**src/verilog/p65Pkg.sv**
```systemverilog
package p65Pkg;

  typedef logic [23:0] addrT;
  typedef logic [15:0] wordT;
  typedef logic [7:0]  byteT;
  // E N V M X D I Z C, carry in bit 0
  typedef logic [8:0]  statusT;
  typedef logic [2:0]  cycleT;

  typedef enum logic [1:0] {seqFetch, seqExec, seqIntEntry} seqStateT;
  typedef enum logic [1:0] {addrPc, addrStack, addrVector} addrSelT;
  typedef enum logic [1:0] {outNone, outPcHigh, outPcLow, outStatus} outSelT;
  typedef enum logic [2:0] {pHold, pFlagInstr, pXce, pRepSep, pIntEnter, pReset} pOpT;
  typedef enum logic {spHold, spDecrement} spOpT;
  typedef enum logic [1:0] {intReset, intNmi, intIrq} intKindT;

  // all-zero is an idle internal cycle at PC
  typedef struct packed {
    addrSelT addrSel;
    outSelT  outSel;
    pOpT     pOp;
    spOpT    spOp;
    logic    pcInc;
    logic    pcLoadLow;
    logic    pcLoadHigh;
    logic    vectorByte;
    logic    validProgram;
    logic    validData;
    logic    last;
  } cycleCtrlT;

  localparam byteT opClc = 8'h18;
  localparam byteT opSec = 8'h38;
  localparam byteT opCli = 8'h58;
  localparam byteT opSei = 8'h78;
  localparam byteT opClv = 8'hB8;
  localparam byteT opCld = 8'hD8;
  localparam byteT opSed = 8'hF8;
  localparam byteT opXce = 8'hFB;
  localparam byteT opRep = 8'hC2;
  localparam byteT opSep = 8'hE2;
  localparam byteT opPhp = 8'h08;
  localparam byteT opWai = 8'hCB;
  localparam byteT opStp = 8'hDB;
  localparam byteT opNop = 8'hEA;

  localparam statusT resetStatus = 9'b1_0011_0100;
  localparam byteT   stackPage   = 8'h01;
  localparam wordT   spReset     = 16'h0100;

  localparam wordT vecReset  = 16'hFFFC;
  localparam wordT vecNmiEmu = 16'hFFFA;
  localparam wordT vecNmiNat = 16'hFFEA;
  localparam wordT vecIrqEmu = 16'hFFFE;
  localparam wordT vecIrqNat = 16'hFFEE;

endpackage

```
**src/verilog/p65Sequencer.sv**
```systemverilog
`timescale 1ns/1ps

module p65Sequencer (
  input  logic              CLK,
  input  logic              RST_N,
  input  logic              en,
  input  p65Pkg::byteT      dIn,
  input  logic              takeInt,
  output p65Pkg::byteT      ir,
  output p65Pkg::cycleCtrlT ctrl,
  output logic              waiDone,
  output logic              stpDone
);
  import p65Pkg::*;

  seqStateT seqState;
  cycleT    cycle;

  // ##################################################
  // state and cycle counter

  always_ff @(posedge CLK or negedge RST_N)
  begin
    if (!RST_N)
    begin
      seqState <= seqIntEntry;
      cycle    <= '0;
      ir       <= '0;
    end
    else if (en)
    begin
      if (seqState == seqFetch)
      begin
        cycle <= 3'd1;
        if (takeInt)
          seqState <= seqIntEntry;
        else
        begin
          seqState <= seqExec;
          ir       <= dIn;
        end
      end
      else if (ctrl.last)
      begin
        seqState <= seqFetch;
        cycle    <= '0;
      end
      else
        cycle <= cycle + 3'd1;
    end
  end

  // ##################################################
  // per-cycle control decode

  always_comb
  begin
    ctrl = '0;
    case (seqState)
      seqFetch:
      begin
        // doubles as the dummy fetch of interrupt entry
        ctrl.validProgram = 1'b1;
        ctrl.validData    = 1'b1;
        ctrl.pcInc        = !takeInt;
      end
      seqExec:
      begin
        if (ir == opRep || ir == opSep)
        begin
          if (cycle == 3'd1)
          begin
            ctrl.validProgram = 1'b1;
            ctrl.pcInc        = 1'b1;
          end
          else
          begin
            ctrl.pOp  = pRepSep;
            ctrl.last = 1'b1;
          end
        end
        else if (ir == opPhp)
        begin
          if (cycle == 3'd2)
          begin
            ctrl.addrSel   = addrStack;
            ctrl.outSel    = outStatus;
            ctrl.spOp      = spDecrement;
            ctrl.validData = 1'b1;
            ctrl.last      = 1'b1;
          end
        end
        else
        begin
          // implied, anything unknown runs as NOP
          ctrl.last = 1'b1;
          case (ir)
            opClc, opSec, opCli, opSei, opClv, opCld, opSed: ctrl.pOp = pFlagInstr;
            opXce: ctrl.pOp = pXce;
            default: ctrl.pOp = pHold;
          endcase
        end
      end
      default:
      begin
        case (cycle)
          // only reached straight out of reset
          3'd0:
          begin
            ctrl.validProgram = 1'b1;
            ctrl.validData    = 1'b1;
            ctrl.pOp          = pReset;
          end
          3'd1: ctrl.addrSel = addrPc;
          3'd2, 3'd3, 3'd4:
          begin
            ctrl.addrSel   = addrStack;
            ctrl.spOp      = spDecrement;
            ctrl.validData = 1'b1;
            if (cycle == 3'd2)
              ctrl.outSel = outPcHigh;
            else if (cycle == 3'd3)
              ctrl.outSel = outPcLow;
            else
            begin
              ctrl.outSel = outStatus;
              ctrl.pOp    = pIntEnter;
            end
          end
          3'd5:
          begin
            ctrl.addrSel   = addrVector;
            ctrl.validData = 1'b1;
            ctrl.pcLoadLow = 1'b1;
          end
          default:
          begin
            ctrl.addrSel    = addrVector;
            ctrl.validData  = 1'b1;
            ctrl.vectorByte = 1'b1;
            ctrl.pcLoadHigh = 1'b1;
            ctrl.last       = 1'b1;
          end
        endcase
      end
    endcase
  end

  assign waiDone = (seqState == seqExec) && (ir == opWai) && ctrl.last;
  assign stpDone = (seqState == seqExec) && (ir == opStp) && ctrl.last;

endmodule

```
**src/verilog/p65StatusReg.sv**
```systemverilog
`timescale 1ns/1ps

module p65StatusReg (
  input  logic              CLK,
  input  logic              RST_N,
  input  logic              en,
  input  p65Pkg::cycleCtrlT ctrl,
  input  p65Pkg::byteT      ir,
  input  p65Pkg::byteT      dIn,
  output p65Pkg::statusT    status
);
  import p65Pkg::*;

  byteT operand;
  byteT repSepMask;

  // the operand fetch is the only cycle with VPA high and VDA low
  always_ff @(posedge CLK)
  begin
    if (en && ctrl.validProgram && !ctrl.validData)
      operand <= dIn;
  end

  // M and X stay untouched in emulation
  assign repSepMask = {operand[7:6], operand[5:4] & {2{~status[8]}}, operand[3:0]};

  always_ff @(posedge CLK or negedge RST_N)
  begin
    if (!RST_N)
      status <= resetStatus;
    else if (en)
    begin
      case (ctrl.pOp)
        pFlagInstr:
        begin
          // bits 7:6 pick the flag, bit 5 the new value
          case (ir[7:6])
            2'b00: status[0] <= ir[5];
            2'b01: status[2] <= ir[5];
            2'b10: status[6] <= 1'b0;
            default: status[3] <= ir[5];
          endcase
        end
        pXce:
        begin
          status[8] <= status[0];
          status[0] <= status[8];
          if (status[0])
            status[5:4] <= 2'b11;
        end
        pRepSep:
        begin
          if (ir[5])
            status[7:0] <= status[7:0] | repSepMask;
          else
            status[7:0] <= status[7:0] & ~repSepMask;
        end
        pIntEnter:
        begin
          status[2] <= 1'b1;
          status[3] <= 1'b0;
        end
        pReset: status <= resetStatus;
        default: status <= status;
      endcase
    end
  end

endmodule

```
**src/verilog/p65IntCtrl.sv**
```systemverilog
`timescale 1ns/1ps

module p65IntCtrl (
  input  logic              CLK,
  input  logic              RST_N,
  input  logic              RDY_IN,
  input  logic              NMI_N,
  input  logic              IRQ_N,
  input  logic              ABORT_N,
  input  p65Pkg::statusT    status,
  input  p65Pkg::cycleCtrlT ctrl,
  input  logic              waiDone,
  input  logic              stpDone,
  output logic              en,
  output logic              takeInt,
  output logic              RDY_OUT,
  output p65Pkg::intKindT   intKind
);
  import p65Pkg::*;

  logic nmiPrev;
  logic nmiPending;
  logic irqLow;
  logic waiting;
  logic stopped;
  logic accept;
  logic wake;
  logic decide;

  assign en      = RDY_IN && !waiting && !stopped;
  assign RDY_OUT = en;

  assign accept = nmiPending || (irqLow && !status[2]);
  // IRQ wakes WAI even when masked
  assign wake   = nmiPending || irqLow || !ABORT_N;
  assign decide = (en && ctrl.last) || (RDY_IN && waiting && wake);

  // ##################################################
  // NMI edge and IRQ level, sampled while halted too

  always_ff @(posedge CLK or negedge RST_N)
  begin
    if (!RST_N)
    begin
      nmiPrev    <= 1'b1;
      nmiPending <= 1'b0;
      irqLow     <= 1'b0;
    end
    else if (RDY_IN)
    begin
      nmiPrev <= NMI_N;
      irqLow  <= !IRQ_N;
      if (nmiPrev && !NMI_N)
        nmiPending <= 1'b1;
      else if (decide && nmiPending)
        nmiPending <= 1'b0;
    end
  end

  // ##################################################
  // acceptance and halting

  always_ff @(posedge CLK or negedge RST_N)
  begin
    if (!RST_N)
    begin
      takeInt <= 1'b0;
      intKind <= intReset;
      waiting <= 1'b0;
      stopped <= 1'b0;
    end
    else
    begin
      if (decide)
      begin
        takeInt <= accept;
        intKind <= nmiPending ? intNmi : intIrq;
      end
      else if (en)
        takeInt <= 1'b0;

      // an interrupt taken right at WAI skips the halt
      if (en && waiDone)
        waiting <= !accept;
      else if (decide)
        waiting <= 1'b0;

      if (en && stpDone)
        stopped <= 1'b1;
    end
  end

endmodule

```
**src/verilog/p65BusUnit.sv**
```systemverilog
`timescale 1ns/1ps

module p65BusUnit (
  input  logic              CLK,
  input  logic              RST_N,
  input  logic              en,
  input  p65Pkg::cycleCtrlT ctrl,
  input  p65Pkg::statusT    status,
  input  p65Pkg::intKindT   intKind,
  input  p65Pkg::byteT      dIn,
  output p65Pkg::addrT      aOut,
  output p65Pkg::byteT      dOut,
  output logic              we,
  output logic              vpa,
  output logic              vda,
  output logic              vpb
);
  import p65Pkg::*;

  wordT pc;
  wordT sp;
  byteT vecLow;
  wordT vecBase;
  logic emu;

  assign emu = status[8];

  // ##################################################
  // PC and SP

  always_ff @(posedge CLK or negedge RST_N)
  begin
    if (!RST_N)
    begin
      pc <= '0;
      sp <= spReset;
    end
    else if (en)
    begin
      if (ctrl.pcLoadHigh)
        pc <= {dIn, vecLow};
      else if (ctrl.pcInc)
        pc <= pc + 16'd1;

      // reset entry walks the stack cycles without moving SP
      if (ctrl.spOp == spDecrement && intKind != intReset)
      begin
        if (emu)
          sp[7:0] <= sp[7:0] - 8'd1;
        else
          sp <= sp - 16'd1;
      end
    end
  end

  always_ff @(posedge CLK)
  begin
    if (en && ctrl.pcLoadLow)
      vecLow <= dIn;
  end

  // ##################################################
  // address and data out

  always_comb
  begin
    case (intKind)
      intNmi: vecBase = emu ? vecNmiEmu : vecNmiNat;
      intIrq: vecBase = emu ? vecIrqEmu : vecIrqNat;
      default: vecBase = vecReset;
    endcase
  end

  always_comb
  begin
    case (ctrl.addrSel)
      addrStack: aOut = emu ? {8'h00, stackPage, sp[7:0]} : {8'h00, sp};
      addrVector: aOut = {8'h00, vecBase[15:1], ctrl.vectorByte};
      default: aOut = {8'h00, pc};
    endcase
  end

  always_comb
  begin
    case (ctrl.outSel)
      outPcHigh: dOut = pc[15:8];
      outPcLow: dOut = pc[7:0];
      // B reads as 0 in an emulation interrupt frame
      outStatus: dOut = {status[7:5], status[4] & ~(emu && ctrl.pOp == pIntEnter), status[3:0]};
      default: dOut = 8'h00;
    endcase
  end

  assign we  = (ctrl.outSel == outNone) || (intKind == intReset);
  assign vpa = ctrl.validProgram;
  assign vda = ctrl.validData;
  assign vpb = (ctrl.addrSel != addrVector);

endmodule

```
**src/verilog/p65Core.sv**
```systemverilog
`timescale 1ns/1ps

module p65Core (
  input  logic         CLK,
  input  logic         RST_N,
  input  logic         RDY_IN,
  input  logic         NMI_N,
  input  logic         IRQ_N,
  input  logic         ABORT_N,
  input  p65Pkg::byteT D_IN,
  output p65Pkg::byteT D_OUT,
  output p65Pkg::addrT A_OUT,
  output logic         WE,
  output logic         RDY_OUT,
  output logic         VPA,
  output logic         VDA,
  output logic         VPB
);
  import p65Pkg::*;

  logic      en;
  logic      takeInt;
  logic      waiDone;
  logic      stpDone;
  intKindT   intKind;
  cycleCtrlT ctrl;
  byteT      ir;
  statusT    status;

  p65Sequencer sequencer_i (
    .CLK     (CLK),
    .RST_N   (RST_N),
    .en      (en),
    .dIn     (D_IN),
    .takeInt (takeInt),
    .ir      (ir),
    .ctrl    (ctrl),
    .waiDone (waiDone),
    .stpDone (stpDone)
  );

  p65StatusReg statusReg_i (
    .CLK    (CLK),
    .RST_N  (RST_N),
    .en     (en),
    .ctrl   (ctrl),
    .ir     (ir),
    .dIn    (D_IN),
    .status (status)
  );

  p65IntCtrl intCtrl_i (
    .CLK     (CLK),
    .RST_N   (RST_N),
    .RDY_IN  (RDY_IN),
    .NMI_N   (NMI_N),
    .IRQ_N   (IRQ_N),
    .ABORT_N (ABORT_N),
    .status  (status),
    .ctrl    (ctrl),
    .waiDone (waiDone),
    .stpDone (stpDone),
    .en      (en),
    .takeInt (takeInt),
    .RDY_OUT (RDY_OUT),
    .intKind (intKind)
  );

  p65BusUnit busUnit_i (
    .CLK     (CLK),
    .RST_N   (RST_N),
    .en      (en),
    .ctrl    (ctrl),
    .status  (status),
    .intKind (intKind),
    .dIn     (D_IN),
    .aOut    (A_OUT),
    .dOut    (D_OUT),
    .we      (WE),
    .vpa     (VPA),
    .vda     (VDA),
    .vpb     (VPB)
  );

endmodule

```
**config.mk**
```make
export PLATFORM = sky130hd
export DESIGN_NAME = p65Core
export DESIGN_NICKNAME = d
export VERILOG_FILES = /design/src/verilog/p65Pkg.sv /design/src/verilog/p65Sequencer.sv /design/src/verilog/p65StatusReg.sv /design/src/verilog/p65IntCtrl.sv /design/src/verilog/p65BusUnit.sv /design/src/verilog/p65Core.sv
export SDC_FILE = /design/constraint.sdc
export NUM_CORES = 1
export LEC_CHECK = 0
export ABC_AREA = 0
export BUFFER_PORTS_ARGS = -buffer_cell sky130_fd_sc_hd__clkbuf_2
export CAP_MARGIN = 15
export CORE_MARGIN = 4
export CORE_UTILIZATION = 55
export CTS_CLUSTER_DIAMETER = 50
export DETAILED_ROUTE_END_ITERATION = 6
export PLACE_DENSITY_LB_ADDON = 0.25
export SYNTH_ARGS = -nofsm -noshare
export SYNTH_HDL_FRONTEND = slang
export SYNTH_HIERARCHICAL = 1
export SYNTH_SLANG_ARGS = --single-unit
```
**constraint.sdc**
```tcl
create_clock -name CLK -period 5.69 [get_ports CLK]
set_input_delay 0 -clock CLK [delete_from_list [all_inputs] [get_ports CLK]]
set_output_delay 0 -clock CLK [all_outputs]
set_load 0.02 [all_outputs]
```
# Yosys cells after proc, flatten, opt, wreduce, memory -nomap -nowiden
# Cells that the tools add are included.
# totals
reg_bits,78
in_bits,14
output_inout_bits,37
elab_cells,213
# op_classes
addsub,4
eq_ne,39
n_mux,69
bitwise,8
reduce_logical,71
# ops
operator,n
"8-bit == test, second input constant",8
16-bit 2-to-1 mux,3
24-bit case mux with 2 select lines,1
16-bit case mux with 2 select lines,1
1-bit 2-to-1 mux,25
3-bit 2-to-1 mux,8
8-bit case mux with 3 select lines,1
2-bit 2-to-1 mux,11
3-bit AND reduction,7
1-bit logical AND,19
"16-bit by 1-bit adder with 16-bit output, second input constant",1
"8-bit by 7-bit == test with 1-bit output, second input constant",2
8-bit 2-to-1 mux,2
8-bit case mux with 2 select lines,1
2-bit nonzero test,8
"16-bit by 1-bit subtractor with 16-bit output, second input constant",1
"3-bit by 2-bit == test with 1-bit output, second input constant",4
"3-bit == test, second input constant",4
2-bit case mux with 2 select lines,3
2-bit case mux with 3 select lines,2
2-bit AND reduction,6
"2-bit by 1-bit == test with 1-bit output, second input constant",5
"2-bit == test, second input constant",5
5-bit 2-to-1 mux,2
other kinds (29),61

# Depth between registers and ports, before layout
# Gate-level depths: netlist (run 1).
# logic_depth
word_depth,11
depth_mapped,12
ltp_nobuf,12

# Modules after synthesis
# The synthesis (run 1) kept the hierarchy.
# by_module_without_submodules
module,n_inst,cells_each,area_per_inst_um2,seq_area_each_um2
p65BusUnit,1,303,2680.1,1042.2
p65Sequencer,1,100,922.1,326.6
p65StatusReg,1,89,915.9,470.5
p65IntCtrl,1,29,385.4,201.4

# Least setup slack after synthesis (run 1)
# No wires, ideal clock.
# synth_timing
path_kind,register to output
from,register sequencer_i.ir[5]
to,output port A_OUT[10]
t_arrival_ns,2.718
required_ns,5.690
slack_ns,2.972
stages_incl_launch_ff,11
path_buffers,2
cell_sequence,dfrtp_1 or4_1 nor2_1 nand3_1 nand2_1 ha_1 clkbuf_1 and2b_2 clkbuf_1 a21oi_1 o21ai_0
# synth_rtl
item,line_no,source
start: declaration,p65Sequencer.sv:9,"output p65Pkg::byteT ir,"
start signal: assignment,p65Sequencer.sv:40,ir <= dIn;
end: declaration,p65Core.sv:12,"output p65Pkg::addrT A_OUT,"

==> results.md, run 1 <==
* Run status: finished, final reports clean
* Cell occurring most often along the worst timing path: inv_1
* Combined buffer and inverter count along the critical path at 3
* Min-delay worst type: in2reg
* Multi-input logic area at approximately 2600 um^2
* Setup TNS Final at 0 ns
* Proportion of synthesized chip area in sequential cells at 41.62%
* Count of pins on the block boundary at 51
* Max-cap viol count at 0
* Max incr delay on CP at 0.71 ns
* Internal power consumption at ~1600 uW
* Mean Syn Cell Area at 9.412 um^2
* Worst slack after detailed placement at 2.468 ns
* Maximum number of pins on one net before global-route repair at 63
* Part of the total power dissipated in sequential elements at 36.3%
* Detail-routed net length per standard cell at 18.44 um
* Setup violators final at 0
* Hold Vio Cnt, Final at 0
* Number of buffer cells added on primary ports at 42
* Number of violations reported at the end of detailed-routing iteration 0 at approximately 280
* Clock root buffer: clkbuf_8
* CTS H-tree depth at 3
* Wire length of the first global-routing pass at 19780 um
* Setup repair after global routing missed its margin: false
* Worst Slack Setup Final at between 2 and 2.5 ns
* Maximum clock path buffer count at 2
* GR Util All Layers at 24.24%
* Synth area leader: dfrtp_1
* Overflow left after global routing at 0
* Cell breakdown of the critical path: inv_1 > ha_1 > inv_1 > o41ai_4 > o22ai_1 > or4bb_2 > nand3_1 > o21ai_0 > a22o_1 > clkbuf_2
* Resize count post-CTS at 0
* Switch share at 46.68%
* Drt drc at 0
* Standard-cell rows at 34
* Layout Nets at 584
* Post-route antenna net violation count at 0
* Number of clock buffers inserted by TritonCTS at 9
* Areal power density over the cells at approximately 560 nW/um^2
* Final setup skew at a little over 0.008 ns
* Count of clock tree sinks at 78
* IR Drop Worst-Case VDD at 0.0003225 V
* Share of the synthesized area in the top cell type at around 28%
* Post-layout minimum cycle time at 3.517 ns
* Worst path slowest cell: or4bb_2
* Clock latency reported for the late side of the worst-skew pair at 0.36 ns
* Worst EP required at ~5.7 ns
* Max_slew headroom at between 20% and 30%
* Top cells by area in the synthesized netlist: dfrtp_1, edfxtp_1, o21ai_0
* Number of global-route vias before repair at 3830
* Vias after detailed routing at 4196
* Slew @ Worst Pin at 1.080 ns
* Total count of max-transition violations in the final report at 0
* GPL Wtd Cong at 0.8914
* CP Max Fanout at 14
* Fraction of registers with async set/reset at around four fifths
* Fmax achieved at about 0.28 GHz
* Post-Synthesis Cell Area at 4903 um^2
* Endpoint arrival time on the critical path at roughly 3.5 ns
* Core Box Area at 8678 um^2
* Initial core utilization at 56.50%
* Switching Power at 1440 uW
* Capturing element type of the critical path: output port
* Crit Path Class: reg2out
* CTS tree: yes
* Final period util at between 60 and 70%
* Via density per instance at 6.263
* Storage element area at 2041 um^2
* Clock transition at the registers of the reported paths at 0.08 ns
* Library cells used by synthesis at 80
* # diodes at 0
* Family with the most delay on the worst path: compound AO/OA/AOI/OAI gates
* Area growth syn-to-layout at 11.84%
* Dpl hpwl at 8747 um
* Chip Height at a little over 100 um
* Static leakage at 0.002287 uW
* Clock Power Share at about 17%
* Share of total power in combinational logic at 46.7%
* Number of fill cells in the layout at 708
* Type of element launching the critical path: flop
* Count of TritonRoute iterations in the first routing pass at 5
* Count of state elements after synthesis at about 80
* Number of warnings printed during yosys synthesis at 6
* Width of the die at 102.4 um
* Number of antenna violations at the first check in global routing at 0
* Share of layout cells above drive strength 1 at between 20% and 30%
* Die Outline Area at ~10000 um^2
* Cells after Synth at about 520
* Number of enable-type register cells in the synthesized netlist at 16
* Primary FF master, synth: dfrtp_1
* WL final at 12360 um
==> worst paths after layout <==
path / startpoint / to / slack (ns) / cells after the start
worst min register to register: busUnit_i/sp[15] / busUnit_i/sp[15] / 0.48 / 1
min in group asynchronous: RST_N / busUnit_i/sp[12] / 0.35 / 3
worst max-delay path: sequencer_i/cycle[1] / D_OUT[4] / 2.17 / 10
worst min-delay path: RDY_IN / intCtrl_i/nmiPrev / 0.06 / 2
worst max register to register: sequencer_i/cycle[2] / busUnit_i/pc[7] / 2.59 / 8
max in group asynchronous: RST_N / sequencer_i/cycle[2] / 4.79 / 3
==> synth_stat cells (4+ instances only) <==
master,n
ha_1,13
o21ai_1,5
edfxtp_1,16
a22o_1,9
nand2_1,43
xor2_1,10
nand3_1,16
and3_1,5
mux2_2,16
nor4_1,5
nand4_1,6
inv_1,22
clkbuf_1,23
buf_4,12
buf_2,4
dfstp_2,7
dfrtp_1,55
a211oi_1,8
a31oi_1,7
xnor2_1,5
nor2b_1,7
nor3_1,18
a21oi_1,40
a22oi_1,5
nor2_1,24
o21ai_0,48
mux2i_1,6
==> cell families (layout without fill, tap and decap cells) <==
logic type	after synthesis	in the layout	synth area share [%]
AOI/OAI and AO/OA	158	158	21.00
xor gates and xnor gates	15	15	2.679
adders and majority gates	13	13	3.317
buffers and inverters	66	100	6.277
DFF	78	78	41.62
muxes	23	23	5.205
other	1	8	0.07648
and+or+nand+nor	167	167	19.83
==> metrics by stage <==
stage	util [%]	hold WS (ns)	total power [uW]	cells	area, um^2
after floorplan	-	-0.2956	2134	528	4930
final	63.19	0.06160	3084	670	5484
after global routing	63.19	0.07553	3293	670	5484
after CTS	63.11	0.02667	3076	669	5477
after detailed placement	58.78	0.1842	2538	641	5101
after global placement	58.78	0.1773	2488	641	5101
==> per-layer routing <==
metal	vias to the layer above	share of wire [%]	GRT usage [%]	wire [um]
met2	169	48	38.33	5942
met3	16	6.4	4.369	796
met5	-	0	0	0
met4	0	1.1	7.164	142
li1	1970	-	-	-
met1	2041	44	34.10	5475
==> cells in the final DEF, fill, tap and decap left out, types with 4 or more instances in the layout <==
cell,synthesis,final
a22oi_1,5,5
mux2i_1,6,6
o21ai_1,5,5
nor2b_1,7,7
clkbuf_8,1,10
mux2_2,16,16
xor2_1,10,10
a211oi_1,8,7
edfxtp_1,16,16
conb_1,1,8
nor2_1,24,24
ha_1,13,13
nor4_1,5,5
xnor2_1,5,5
nor3b_2,3,4
nor3_1,18,18
dfrtp_1,55,55
buf_4,12,5
inv_1,22,22
dfstp_2,7,7
dlygate4sd3_1,0,12
nand2_1,43,43
a22o_1,9,9
o21ai_0,48,48
nand3_1,16,16
a31oi_1,7,7
and3_1,5,5
clkbuf_2,0,42
a21oi_1,40,40
nand4_1,6,6
==> worst reg2reg max path: cells and delay by family, from the launching register on <==
| family | cells | cell delay, ns |
|---|---|---|
| AO/OA/AOI/OAI | 3 | 1.09 |
| adder cells (fa/ha/maj) | 1 | 0.27 |
| buffers and inverters | 2 | 0.60 |
| flip-flops | 1 | 0.50 |
| AND/OR/NAND/NOR | 2 | 0.60 |
==> flip-flops by register name, indices dropped and copies added, names as in the netlist, 2 cells and up <==
signal,flops
busUnit_i/pc,16
busUnit_i/sp,16
statusReg_i/status,9
busUnit_i/vecLow,8
sequencer_i/ir,8
statusReg_i/operand,8
sequencer_i/cycle,3
intCtrl_i/intKind,2
sequencer_i/seqState,2
==> power by group through the flow <==
stage / Combinational [uW] / Sequential [uW] / Clock (uW)
after floorplan: 1160 / 974 / 0
after detailed placement: 1410 / 1130 / 0
after CTS: 1430 / 1110 / 533
after global placement: 1370 / 1110 / 0
final: 1440 / 1120 / 525
after global routing: 1580 / 1150 / 558
==> repair_timing <==
action | CTS | global route
hold buffers | 12 | 0
buffers inserted | 0 | 0
endpoints found under the hold margin | 83 | 0
==> area by class of cell <==
| type | count | area share [%] |
|---|---|---|
| Multi-Input combinational cell | 384 | 47.25 |
| Clock inverter | 6 | 2.145 |
| Clock buffer | 10 | 2.510 |
| Inverter | 25 | 1.711 |
| Timing Repair Buffer | 59 | 6.708 |
| Tap cell | 108 | 2.464 |
| Sequential cell | 78 | 37.21 |
No activity file was read; power rests on OpenSTA's default activity.
==> run 2, diff against run 1 <==
Clock period 5.69 ns to 3.4 ns, I/O delays scaled along.
==> run 2 against run 1 <==
Clock power grew 67%. Clock-buffer cell count shrank 1. Power is 71% higher. Sequential share of layout area fell by 0.39 points.
==> results.md, run 2 (synthesis gave the netlist of run 1 again) <==
* Slew @ Worst Pin at ~0.9 ns
* Areal power density over the cells at ~950 nW/um^2
* Wire length of the first global-routing pass at 20910 um
* Flop2flop setup slack at between 0.4 and 0.5 ns
* Count of clock tree sinks at 78
* Hold path endpoint: intCtrl_i/nmiPending
* Share of layout cells above drive strength 1 at 21.65%
* Number of buffer cells added on primary ports at 42
* Detail-routed net length per standard cell at 19.14 um
* Setup repair after global routing missed its margin: false
* Via density per instance at 6.235
* Share of total power in combinational logic at a little under half
* Number of violations reported at the end of detailed-routing iteration 0 at 294
* Number of placed instances, taps included at 648
* Clock transition at the registers of the reported paths at about 0.090 ns
* Final period util at a little over nine tenths
* Dpl hpwl at 9031 um
* Critical hold path startpoint: RDY_IN
* Setup Buffers After CTS at 0
* Type of element launching the critical path: flop
* CTS H-tree depth at 3
* Endpoint arrival time on the critical path at 3.25 ns
* Final setup skew at 0.009372 ns
* Internal power consumption at roughly 2800 uW
* Max-cap viol count at 0
* Crit Path Class: reg2out
* Number of fill cells in the layout at roughly 730
* Reg-to-Reg End: statusReg_i/operand[4]
* Maximum number of pins on one net before global-route repair at 39
* Commonest non-fill, non-tap cells in the layout: dfrtp_1, o21ai_0, nand2_1
* Number of antenna violations at the first check in global routing at 0
* Worst Slack Setup Final at 0.1549 ns
* Setup violators final at 0
* End-of-flow core utilization at 63.87%
* Clock latency reported for the late side of the worst-skew pair at 0.35 ns
* Maximum clock path buffer count at 2
* CTS tree: yes
* GPL Wtd Cong at 0.9535
* Total count of max-transition violations in the final report at 0
* Min-delay worst type: in2reg
* Capturing element type of the critical path: output port
* Switching Power at 2472 uW
* Worst EP required at 3.40 ns
* Static leakage at roughly 0.0023 uW
* Length in cells of the worst reg-to-reg path at 7
* Area growth syn-to-layout at 13.04%
* WL final at 12940 um
* Layout Nets at 590
* GR Util All Layers at 25.61%
* Clock root buffer: clkbuf_8
* Family with the most delay on the worst path: compound AO/OA/AOI/OAI gates
* Drt drc at 0
* Worst slack after detailed placement at 0.5522 ns
* Fmax achieved at 0.3082 GHz
* Standard-cell rows at 34
* Worst hold path stage count at 2
* Vias after detailed routing at 4215
* Number of global-route vias before repair at approximately 4000
* Overflow left after global routing at 0
* Largest registers ranked by flip-flop count: busUnit_i/pc: 16 flops, busUnit_i/sp: 16 flops, statusReg_i/status: 9 flops
* Clock Power Share at between 10% and 20%
* Startpoint of the lowest-slack register-to-register path: sequencer_i/cycle[1]
* IR Drop Worst-Case VDD at around 0.00044 V
* Worst path slowest cell: or4bb_2
* Part of the total power dissipated in sequential elements at a little over a third
* Core Box Area at 8678 um^2
* Max_slew headroom at approximately two fifths
* Most common cell after layout, fill and taps aside: dfrtp_1
* Initial core utilization at between 50% and 60%
* CP Max Fanout at 6
* Hold Vio Cnt, Final at 0
* Width of the die at 102.4 um
* Combined buffer and inverter count along the critical path at 3
* Setup TNS Final at 0 ns
* Number of clock buffers inserted by TritonCTS at 9
* Chip Height at between 100 and 150 um
* Cell breakdown of the critical path: inv_1 > ha_2 > inv_1 > o41ai_4 > o22ai_1 > or4bb_2 > nand3_1 > o21ai_0 > a22o_1 > clkbuf_2
* Run status: finished, final reports clean
* Post-layout minimum cycle time at 3.245 ns
* Post-route antenna net violation count at 0
* Switch share at 46.80%
* Die Outline Area at 10490 um^2
* Cell occurring most often along the worst timing path: inv_1
* Startpoint of the most critical setup path: sequencer_i/cycle[1]
* Count of TritonRoute iterations in the first routing pass at 5
* Max incr delay on CP at 0.62 ns
* Count of pins on the block boundary at around 50
* Number of standard cells in the layout, taps in and fillers out at ~680
* # diodes at 0
* Final-layout worst hold slack at 0.06200 ns
run 2: layer usage:
metal	vias up	part of all wire, %	global-route usage (%)
li1	1985	-	-
met1	2023	43	34.79
met2	171	48	42.20
met3	36	6.1	3.345
met4	0	2.8	8.779
met5	-	0	0
run 2: how the worst max path moves through the flow:
stage / end / slack (ns) / cells after the start
floorplan: A_OUT[10] / 0.68 / 10
global placement: statusReg_i/operand[7] / 0.67 / 7
detailed placement: statusReg_i/operand[1] / 0.55 / 7
CTS: D_OUT[4] / 0.11 / 10
global route: D_OUT[4] / 0.004 / 10
finish: D_OUT[4] / 0.15 / 10
run 2: area by class of cell:
class	instances	area (um^2)	area share (%)
Multi-Input combinational cell	384	2596	46.84
Clock inverter	7	127.6	2.302
Timing Repair Buffer	65	425.4	7.675
Clock buffer	9	123.9	2.235
Inverter	25	93.84	1.693
Sequential cell	78	2041	36.82
Tap cell	108	135.1	2.438
run 2: per-stage QoR:
step | cell area [um^2] | power, uW
4_1_cts | 5538 | 5251
6_report | 5543 | 5282
3_5_place_dp | 5166 | 4335
2_1_floorplan | 4930 | 3572
5_1_grt | 5543 | 5636
3_3_place_gp | 5166 | 4267
run 2: what timing repair did:
action                                  in CTS  in global routing
endpoints found under the setup margin       0                  9
hold buffers                                12                  0
gates resized for setup                      0                  2
hold endpoints to repair                    52                  0
run 2: power by group through the flow:
stage	sequential (uW)	clock [uW]	combinational (uW)
2_1_floorplan	1630	0	1940
3_3_place_gp	1860	0	2410
3_5_place_dp	1870	0	2460
4_1_cts	1860	892	2500
5_1_grt	1930	931	2780
6_report	1880	879	2520
